**config.mk**
```make
export PLATFORM = sky130hd
export DESIGN_NAME = cgra
export DESIGN_NICKNAME = d
export VERILOG_FILES = /design/src/hdl/cgraCtrlPkg.sv /design/src/hdl/cgraIsaPkg.sv /design/src/hdl/cgra.sv /design/src/hdl/cgraTile.sv /design/src/hdl/tileAlu.sv /design/src/hdl/tileConfigMem.sv
export VERILOG_INCLUDE_DIRS = /design/src /design/src/hdl
export SDC_FILE = /design/constraint.sdc
export NUM_CORES = 2
export LEC_CHECK = 0
export BUFFER_PORTS_ARGS = -buffer_cell sky130_fd_sc_hd__buf_2
export CORE_MARGIN = 2
export CORE_UTILIZATION = 40
export CTS_CLUSTER_SIZE = 28
export DETAILED_ROUTE_END_ITERATION = 6
export GPL_TIMING_DRIVEN = 0
export SETUP_SLACK_MARGIN = 0.5
export SYNTH_ARGS = -nofsm -noshare
export SYNTH_HDL_FRONTEND = slang
export SYNTH_SLANG_ARGS = --single-unit
```
**constraint.sdc**
```tcl
create_clock -name clk -period 15.15 [get_ports clk]
set_clock_uncertainty 0.15 [all_clocks]
set_input_delay 0 -clock clk [delete_from_list [all_inputs] [get_ports clk]]
set_output_delay 0 -clock clk [all_outputs]
set_load 0.01 [all_outputs]
```
**src/hdl/cgra_defs.svh**
```systemverilog
/*
 * CGRA global sizes and instruction word layout
 * shared by the tiles, the top level and the testbench
 */
`ifndef CGRA_DEFS_SVH
`define CGRA_DEFS_SVH

// array geometry, row-major tile numbering
`define CGRA_ROWS       2
`define CGRA_COLS       2
`define CGRA_NTILES     (`CGRA_ROWS * `CGRA_COLS)

`define CGRA_DW         32   // datapath and instruction width
`define CGRA_PROG_DEPTH 16   // instruction slots per tile
`define CGRA_PC_W       4    // log2 of program depth
`define CGRA_TILE_W     2    // tile select bits in cfg address
`define CGRA_CFG_AW     6    // {tile, slot}

//////////////////////////////
// instruction fields, msb first
`define CGRA_OP_HI      31
`define CGRA_OP_LO      28
`define CGRA_DST_HI     27
`define CGRA_DST_LO     26
`define CGRA_SRCA_HI    25
`define CGRA_SRCA_LO    23
`define CGRA_SRCB_HI    22
`define CGRA_SRCB_LO    20
`define CGRA_IMM_HI     15
`define CGRA_IMM_LO     0
`define CGRA_IMM_W      16   // zero-extended to CGRA_DW

`endif
```
**src/hdl/cgraCtrlPkg.sv**
```systemverilog
/*
 * tile control types
 * run state and tile index
 */
`include "cgra_defs.svh"

package cgraCtrlPkg;

   //////////////////////////////
   // per-tile run state
   typedef enum logic [1:0] {
      stIdle = 2'd0,   // waiting for execEn
      stRun  = 2'd1,   // one instruction per unstalled edge
      stDone = 2'd2    // halted, endExec high until execEn drops
   } tileStateT;

   // row-major tile number, matches cfg address tile field
   typedef logic [`CGRA_TILE_W-1:0] tileIdxT;

endpackage

```
**src/hdl/cgraIsaPkg.sv**
```systemverilog
/*
 * tile instruction set types
 * opcodes and operand source selects
 */
package cgraIsaPkg;

   //////////////////////////////
   // opcodes, 4-bit field
   // all-zero word is a NOP, so cleared slots do nothing
   typedef enum logic [3:0] {
      opNop   = 4'd0,
      opMovi  = 4'd1,   // dst = imm
      opAdd   = 4'd2,   // dst = a + b
      opSub   = 4'd3,   // dst = a - b
      opAnd   = 4'd4,
      opXor   = 4'd5,
      opStore = 4'd6,   // mem[imm] = a
      opHalt  = 4'd7    // end of program
   } cgraOpT;

   //////////////////////////////
   // operand sources, 3-bit field
   typedef enum logic [2:0] {
      srcR0 = 3'd0,
      srcR1 = 3'd1,
      srcR2 = 3'd2,
      srcR3 = 3'd3,
      srcN  = 3'd4,   // row above, wraps
      srcS  = 3'd5,   // row below, wraps
      srcE  = 3'd6,   // next column, wraps
      srcW  = 3'd7    // previous column, wraps
   } cgraSrcT;

endpackage

```
**src/hdl/cgra.sv**
```systemverilog
/*
 * CGRA top level
 * torus of tiles with a shared config port, global execute enable
 * and a global stall formed from every tile's store back-pressure
 */
`timescale 1ns/100ps
`include "cgra_defs.svh"

module cgra (
   input  logic                                     clk,
   input  logic                                     arstN,
   input  logic                                     cfgWrEn,
   input  logic [`CGRA_CFG_AW-1:0]                  cfgAddr,
   input  logic [`CGRA_DW-1:0]                      cfgData,
   input  logic                                     execEn,
   input  logic [`CGRA_NTILES-1:0]                  storeGrant,
   output logic [`CGRA_NTILES-1:0]                  storeReq,
   output logic [`CGRA_NTILES-1:0][`CGRA_DW-1:0]    storeAddr,
   output logic [`CGRA_NTILES-1:0][`CGRA_DW-1:0]    storeData,
   output logic [`CGRA_NTILES-1:0]                  endExec
);

   import cgraCtrlPkg::*;

   // output register of every tile, [row][col]
   logic [`CGRA_ROWS-1:0][`CGRA_COLS-1:0][`CGRA_DW-1:0] nbOut;
   logic [`CGRA_NTILES-1:0]                             stallOut;
   logic                                                stall;

   //////////////////////////////
   // global stall
   // any ungranted store freezes the whole array
   assign stall = |stallOut;

   //////////////////////////////
   // tile array
   genvar r, c;
   for (r = 0; r < `CGRA_ROWS; r++) begin : gRow
      for (c = 0; c < `CGRA_COLS; c++) begin : gCol
         localparam int tIdx = r * `CGRA_COLS + c;   // row-major

         cgraTile #(
            .tileIdx (tileIdxT'(tIdx))
         ) uTile (
            .clk        (clk),
            .arstN      (arstN),
            .cfgWrEn    (cfgWrEn),
            .cfgAddr    (cfgAddr),
            .cfgData    (cfgData),
            .execEn     (execEn),
            .stall      (stall),
            // torus links, indices wrap at the edges
            .nbN        (nbOut[(`CGRA_ROWS + r - 1) % `CGRA_ROWS][c]),
            .nbS        (nbOut[(r + 1) % `CGRA_ROWS][c]),
            .nbE        (nbOut[r][(c + 1) % `CGRA_COLS]),
            .nbW        (nbOut[r][(`CGRA_COLS + c - 1) % `CGRA_COLS]),
            .nbOut      (nbOut[r][c]),
            .storeGrant (storeGrant[tIdx]),
            .storeReq   (storeReq[tIdx]),
            .storeAddr  (storeAddr[tIdx]),
            .storeData  (storeData[tIdx]),
            .stallOut   (stallOut[tIdx]),
            .endExec    (endExec[tIdx])
         );
      end
   end

endmodule

```
**src/hdl/cgraTile.sv**
```systemverilog
/*
 * one CGRA tile
 * run FSM, program counter, 4-entry register file, neighbour output
 * register and store port with stall back-pressure
 */
`timescale 1ns/100ps
`include "cgra_defs.svh"

module cgraTile #(
   parameter cgraCtrlPkg::tileIdxT tileIdx = '0
) (
   input  logic                       clk,
   input  logic                       arstN,
   input  logic                       cfgWrEn,
   input  logic [`CGRA_CFG_AW-1:0]    cfgAddr,
   input  logic [`CGRA_DW-1:0]        cfgData,
   input  logic                       execEn,
   input  logic                       stall,      // global OR of stallOut
   input  logic [`CGRA_DW-1:0]        nbN,
   input  logic [`CGRA_DW-1:0]        nbS,
   input  logic [`CGRA_DW-1:0]        nbE,
   input  logic [`CGRA_DW-1:0]        nbW,
   output logic [`CGRA_DW-1:0]        nbOut,
   input  logic                       storeGrant,
   output logic                       storeReq,
   output logic [`CGRA_DW-1:0]        storeAddr,
   output logic [`CGRA_DW-1:0]        storeData,
   output logic                       stallOut,
   output logic                       endExec
);

   import cgraIsaPkg::*;
   import cgraCtrlPkg::*;

   tileStateT                    state;
   logic [`CGRA_PC_W-1:0]        pc;
   logic [`CGRA_PROG_DEPTH-1:0]  slotValid;   // slot written since reset
   logic [3:0][`CGRA_DW-1:0]     regs;
   logic                         storeDone;   // granted while others stall
   logic                         cfgHit;
   logic [`CGRA_DW-1:0]          memInstr;
   logic [`CGRA_DW-1:0]          instr;
   logic [`CGRA_DW-1:0]          aluResult;
   cgraOpT                       op;
   logic                         isAluOp;

   //////////////////////////////
   // configuration
   // upper address bits pick the tile
   assign cfgHit = cfgWrEn && (cfgAddr[`CGRA_CFG_AW-1 -: `CGRA_TILE_W] == tileIdx);

   always_ff @(posedge clk or negedge arstN) begin
      if (!arstN) begin
         slotValid <= '0;
      end else if (cfgHit) begin
         slotValid[cfgAddr[`CGRA_PC_W-1:0]] <= 1'b1;
      end
   end

   tileConfigMem uMem (
      .clk    (clk),
      .wrEn   (cfgHit),
      .wrAddr (cfgAddr[`CGRA_PC_W-1:0]),
      .wrData (cfgData),
      .pc     (pc),
      .instr  (memInstr)
   );

   // empty slot reads as NOP
   assign instr = slotValid[pc] ? memInstr : '0;

   //////////////////////////////
   // decode and datapath
   assign op      = cgraOpT'(instr[`CGRA_OP_HI:`CGRA_OP_LO]);
   assign isAluOp = (state == stRun) && (op inside {opMovi, opAdd, opSub, opAnd, opXor});

   tileAlu uAlu (
      .instr   (instr),
      .regs    (regs),
      .nbN     (nbN),
      .nbS     (nbS),
      .nbE     (nbE),
      .nbW     (nbW),
      .result  (aluResult),
      .srcAVal (storeData)
   );

   // store port, held steady by the global stall
   assign storeReq  = (state == stRun) && (op == opStore) && !storeDone;
   assign storeAddr = {{(`CGRA_DW - `CGRA_IMM_W){1'b0}}, instr[`CGRA_IMM_HI:`CGRA_IMM_LO]};
   assign stallOut  = storeReq && !storeGrant;
   assign endExec   = (state == stDone);

   //////////////////////////////
   // run FSM, pc and writeback
   always_ff @(posedge clk or negedge arstN) begin
      if (!arstN) begin
         state     <= stIdle;
         pc        <= '0;
         regs      <= '0;
         nbOut     <= '0;
         storeDone <= 1'b0;
      end else if (!stall) begin
         storeDone <= 1'b0;   // instruction retires this edge
         case (state)
            stIdle: begin
               if (execEn) begin
                  state <= stRun;
                  pc    <= '0;
               end
            end
            stRun: begin
               if (op == opHalt) begin
                  state <= stDone;   // pc parks on the halt
               end else begin
                  pc <= pc + 1'b1;
               end
               if (isAluOp) begin
                  regs[instr[`CGRA_DST_HI:`CGRA_DST_LO]] <= aluResult;
                  nbOut                                  <= aluResult;   // seen by all 4 nbrs
               end
            end
            stDone: begin
               if (!execEn) state <= stIdle;   // rearm for next run
            end
            default: state <= stIdle;
         endcase
      end else if (storeReq && storeGrant) begin
         storeDone <= 1'b1;   // remember grant, drop req until array moves
      end
   end

endmodule

```
**src/hdl/tileAlu.sv**
```systemverilog
/*
 * tile operand select and arithmetic
 * picks A and B from registers or torus neighbours, computes one result
 */
`timescale 1ns/100ps
`include "cgra_defs.svh"

module tileAlu (
   input  logic [`CGRA_DW-1:0]        instr,
   input  logic [3:0][`CGRA_DW-1:0]   regs,     // R0..R3
   input  logic [`CGRA_DW-1:0]        nbN,
   input  logic [`CGRA_DW-1:0]        nbS,
   input  logic [`CGRA_DW-1:0]        nbE,
   input  logic [`CGRA_DW-1:0]        nbW,
   output logic [`CGRA_DW-1:0]        result,
   output logic [`CGRA_DW-1:0]        srcAVal   // store data
);

   import cgraIsaPkg::*;

   cgraOpT               op;
   cgraSrcT              srcASel;
   cgraSrcT              srcBSel;
   logic [`CGRA_DW-1:0]  immExt;
   logic [`CGRA_DW-1:0]  opA;
   logic [`CGRA_DW-1:0]  opB;

   // operand mux, registers first then compass neighbours
   function automatic logic [`CGRA_DW-1:0] pickSrc(
      input cgraSrcT                     sel,
      input logic [3:0][`CGRA_DW-1:0]    r,
      input logic [`CGRA_DW-1:0]         n,
      input logic [`CGRA_DW-1:0]         s,
      input logic [`CGRA_DW-1:0]         e,
      input logic [`CGRA_DW-1:0]         w
   );
      case (sel)
         srcR0:   pickSrc = r[0];
         srcR1:   pickSrc = r[1];
         srcR2:   pickSrc = r[2];
         srcR3:   pickSrc = r[3];
         srcN:    pickSrc = n;
         srcS:    pickSrc = s;
         srcE:    pickSrc = e;
         srcW:    pickSrc = w;
         default: pickSrc = '0;
      endcase
   endfunction

   //////////////////////////////
   // decode
   assign op      = cgraOpT'(instr[`CGRA_OP_HI:`CGRA_OP_LO]);
   assign srcASel = cgraSrcT'(instr[`CGRA_SRCA_HI:`CGRA_SRCA_LO]);
   assign srcBSel = cgraSrcT'(instr[`CGRA_SRCB_HI:`CGRA_SRCB_LO]);
   assign immExt  = {{(`CGRA_DW - `CGRA_IMM_W){1'b0}}, instr[`CGRA_IMM_HI:`CGRA_IMM_LO]};

   assign opA     = pickSrc(srcASel, regs, nbN, nbS, nbE, nbW);
   assign opB     = pickSrc(srcBSel, regs, nbN, nbS, nbE, nbW);
   assign srcAVal = opA;

   //////////////////////////////
   // execute, wraps mod 2^DW
   always_comb begin
      case (op)
         opMovi:  result = immExt;
         opAdd:   result = opA + opB;
         opSub:   result = opA - opB;
         opAnd:   result = opA & opB;
         opXor:   result = opA ^ opB;
         default: result = '0;   // nop, store, halt write nothing
      endcase
   end

endmodule

```
**src/hdl/tileConfigMem.sv**
```systemverilog
/*
 * tile program store
 * written from the configuration port, read combinationally at pc
 */
`timescale 1ns/100ps
`include "cgra_defs.svh"

module tileConfigMem (
   input  logic                     clk,
   input  logic                     wrEn,     // already decoded for this tile
   input  logic [`CGRA_PC_W-1:0]    wrAddr,   // slot number
   input  logic [`CGRA_DW-1:0]      wrData,
   input  logic [`CGRA_PC_W-1:0]    pc,
   output logic [`CGRA_DW-1:0]      instr
);

   //////////////////////////////
   // storage

   // one word per slot
   logic [`CGRA_DW-1:0] progMem [`CGRA_PROG_DEPTH];

   // write lands on the next edge
   always_ff @(posedge clk) begin
      if (wrEn) begin
         progMem[wrAddr] <= wrData;
      end
   end

   //////////////////////////////
   // fetch

   // async read, the tile registers nothing on this path
   // unwritten slots come back undefined, tile masks them
   assign instr = progMem[pc];

endmodule

```
==> flow_metrics.py <==
metrics = {
    "outcome": {
        "status": "finished, violations left",
        "failed_checks": "design-rule violations, max-capacitance violations, max-slew violations",
    },
    "route": {
        "post_route_drc_violation_count": 70,
        "drt-total-wl_um": 486900,
        "firstDrtPassIters": 7,
        "drt_iter0_markers": 13230,
        "overall_via_count_from_detail_route": 87430,
        "avgViaCountPerCell": 6.383,
        "postRouteAntennaNets": 0,
        "wire_length_per_cell_um": 35.55,
    },
    "setup_path": {
        "worst_r2r_startpoint": "gRow[1].gCol[0].uTile.pc[1]",
        "critical_path.reg2reg.endpoint": "gRow[1].gCol[0].uTile.regs[63]",
        "slowest_stage": "sky130_fd_sc_hd__clkbuf_1",
        "cp_common_cell": "sky130_fd_sc_hd__clkbuf_1",
        "critPathKind": "reg -> reg",
        "cp.required_ns": 15.72,
        "worst_setup_path_start_kind": "flop",
        "register_to_register_setup_slack_ns": 3.96,
        "timing.critical_path.to_type": "flop",
        "worst-r2r-cell-count": 30,
        "critPathMaxFanout": 10,
        "max_stage_delay_ns": 0.89,
        "cp.arrival_ns": 11.76,
    },
    "final_layout": {
        "layout.cell_area.non_filler_um2": 140000,
        "final-instance-count-excl-fill": 13700,
        "final_core_utilization": 0.4634,
        "synthToLayoutAreaGrowth_pct": 15.48,
        "n_fill_cell": 26520,
        "final_layout_size_suffix_gt1_frac": 0.2029,
        "final_nets": 9790,
    },
    "worst_hold_path": {
        "launch_point_of_the_worst_hold_path": "cfgData[11]",
        "worstHoldEndpoint": "gRow[1].gCol[1].uTile.uMem.progMem[9][11]",
        "holdCritPathClass": "in -> reg",
        "worstHoldPathCells": 2,
    },
    "global_routing": {
        "grt_start_max_net_pins": 109,
        "grt_remaining_overflow": 0,
        "grt.met3_usage": 0.08700,
        "antenna_violations_before_repair": 68,
        "grt-busiest-layer": "met2",
        "globalRouteTotalUtil": 0.3090,
        "first_global_vias": 83930,
        "grt.met1_usage": 0.4237,
        "gr-usage-met2": 0.4605,
        "grt_pass1_wl_um": 669500,
    },
    "sta": {
        "fin_crit_sh": 0.7386,
        "rsz_0062_raised_after_global_routing": "false",
        "slew_headroom": -0.06469,
        "final_setup_violating_endpoints": 0,
        "timing_worst_slew_pin_value_ns": 1.580,
        "max_clock_freq_ghz": 0.08937,
        "pins_over_slew_limit": 39,
        "finalHoldViolations": 0,
        "finalWorstPathRequiredPeriod_ns": 11.19,
    },
    "clocking": {
        "number_of_buffers_added_by_the_clock_tree_synthesis_step": 279,
        "clock-sinks": 2524,
        "cts.reportedPaths.clkPinSlew_ns": 0.06,
        "clk-insertion-delay-late_ns": 0.92,
        "tritoncts_clock_tree": "done",
        "cts-htree-levels": 5,
        "post-cts-setup-buffers": 0,
        "cts.root.buffer_cell": "sky130_fd_sc_hd__clkbuf_16",
        "clock_path_buffers": 4,
    },
    "floorplanning": {
        "die_area_um2": 307400,
        "initial_core_util": 0.4013,
        "die_w_um": 554.4,
        "placement_rows": 202,
        "fp.dieH_um": 554.4,
        "boundaryPins": 310,
        "area_of_the_core_region_um2": 302000,
    },
    "place": {
        "finalWeightedCongestion": 0.9945,
        "numPortBuffers": 241,
        "placement.cell_area_um2": 130100,
        "place.detailed.instances": 13130,
        "dp.final_hpwl_um": 356300,
    },
    "logic_synthesis": {
        "synth_edf_count": 1792,
        "yosysWarnings": 0,
        "synthDistinctLibCells": 108,
        "synthesis.area_um2": 121200,
        "flops_latches_synth": 2524,
        "synth_top_flop_cell": "sky130_fd_sc_hd__edfxtp_1",
        "async_reset_ff_frac": 0.2900,
        "netlist_top_cells_count": "1,792 x sky130_fd_sc_hd__edfxtp_1, 732 x sky130_fd_sc_hd__dfrtp_1, 714 x sky130_fd_sc_hd__nand2_1, 491 x sky130_fd_sc_hd__mux2i_1, 416 x sky130_fd_sc_hd__mux2_2",
        "post-synth-top-area-fraction": 0.4440,
        "ys_seq_area_frac": 0.5951,
        "netlist_instances": 8753,
        "netlist.top_cell.by_area": "sky130_fd_sc_hd__edfxtp_1",
        "synth.avg_cell_area_um2": 13.85,
        "yosys-top-cells-area": "sky130_fd_sc_hd__edfxtp_1 44%, sky130_fd_sc_hd__dfrtp_1 15%, sky130_fd_sc_hd__mux4_2 7.5%",
        "post-synth-top-count-cell": "sky130_fd_sc_hd__edfxtp_1",
    },
    "run": {
        "max_cap_viol_count": 4,
    },
}
[layout make-up]
cell class              instances  area (um2)  share of cell area
plain buffers                 585        2744             0.01961
well taps                    3978        4977             0.03556
clock inverters               142        1699             0.01214
multi-input cells            5549       46550              0.3326
clock buffers                 356        7557             0.05400
diodes                         26       65.06           0.0004649
repair buffers                379        3638             0.02600
inverters                     158       593.1            0.004238
flip-flops and latches       2524       72130              0.5154
[per-layer routing]
layer	routed length (um)	vias up
li1	-	35770
met1	197500	45450
met2	213100	5210
met3	53700	961
met4	22300	36
met5	238	-
[how the worst max path moves through the flow]
stage / startpoint / slack (ns) / depth (start not counted) / end
finish: gRow[1].gCol[0].uTile.pc[1] / 3.96 / 30 / gRow[1].gCol[0].uTile.regs[63]
global route: gRow[1].gCol[0].uTile.pc[1] / 3.74 / 30 / gRow[1].gCol[0].uTile.regs[63]
CTS: gRow[1].gCol[0].uTile.pc[1] / 4.09 / 28 / gRow[1].gCol[0].uTile.regs[126]
detailed placement: gRow[1].gCol[0].uTile.pc[1] / 4.10 / 28 / gRow[1].gCol[0].uTile.regs[126]
global placement: arstN / -2.99 / 1 / gRow[1].gCol[0].uTile.regs[29]
floorplan: gRow[1].gCol[1].uTile.pc[1] / 7.75 / 32 / gRow[1].gCol[1].uTile.nbOut[31]
[cell families (layout without fill, tap and decap cells)]
| group | Yosys count | count (layout) | share of synthesized area |
|---|---|---|---|
| flops | 2524 | 2524 | 0.5951 |
| simple gates | 1736 | 1736 | 0.06553 |
| xor+xnor | 243 | 243 | 0.01756 |
| other cells | 1 | 90 | 0.00003094 |
| fa+ha+maj | 268 | 268 | 0.02792 |
| mux | 1337 | 1337 | 0.1570 |
| compound gates | 1901 | 1901 | 0.1092 |
| buf+inv | 743 | 1620 | 0.02752 |
[timing repair]
action	CTS	global route
endpoints found under the hold margin	2318	16
hold buffers	44	1
resized for setup	0	0
[flip-flops by register name, indices dropped and copies added, names as in the netlist]
name	cells
gRow.gCol.uTile.slotValid	64
gRow.gCol.uTile.state	8
gRow.gCol.uTile.uMem.progMem	1792
gRow.gCol.uTile.pc	16
gRow.gCol.uTile.nbOut	128
gRow.gCol.uTile.regs	512
gRow.gCol.uTile.storeDone	4
[per-stage QoR]
stage                     setup slack [ns]  hold WS [ns]  TNS [ns]
after floorplan                      7.747       -0.4456         0
after global placement              -2.994        0.1936  -2012.65
after detailed placement             4.104       -0.1988         0
after CTS                            4.092       0.03977         0
after global routing                 3.739       0.02322         0
final                                3.961      0.002852         0
[worst max-delay path, delay by kind of cell, from the launching register on]
family                   cells  cell delay (ns)
buffers and inverters        8             4.32
AO/OA/AOI/OAI               10             2.89
AND/OR/NAND/NOR              8             1.71
multiplexers                 2             1.07
flip-flops                   1             0.37
adder cells (fa/ha/maj)      1             0.29
XOR/XNOR                     1             0.15
[layout by cell type (no fill, tap or decap), types with 135 or more instances in the layout]
master / n
sky130_fd_sc_hd__dfrtp_1: 732
sky130_fd_sc_hd__a221oi_1: 135
sky130_fd_sc_hd__edfxtp_1: 1792
sky130_fd_sc_hd__mux4_2: 406
sky130_fd_sc_hd__clkbuf_1: 383
sky130_fd_sc_hd__inv_1: 147
sky130_fd_sc_hd__a21oi_1: 395
sky130_fd_sc_hd__ha_1: 264
sky130_fd_sc_hd__nor2_1: 350
sky130_fd_sc_hd__xnor2_1: 161
sky130_fd_sc_hd__clkbuf_16: 284
sky130_fd_sc_hd__o21ai_0: 366
sky130_fd_sc_hd__nand2_1: 714
sky130_fd_sc_hd__a222oi_1: 152
sky130_fd_sc_hd__mux2i_1: 491
sky130_fd_sc_hd__mux2_2: 416
sky130_fd_sc_hd__nand3_1: 136
sky130_fd_sc_hd__a22oi_1: 144
sky130_fd_sc_hd__buf_2: 312
Power is left out: the tool's default activity adds up to more than one toggle a clock period on the data nets, which glitch-free logic cannot reach.
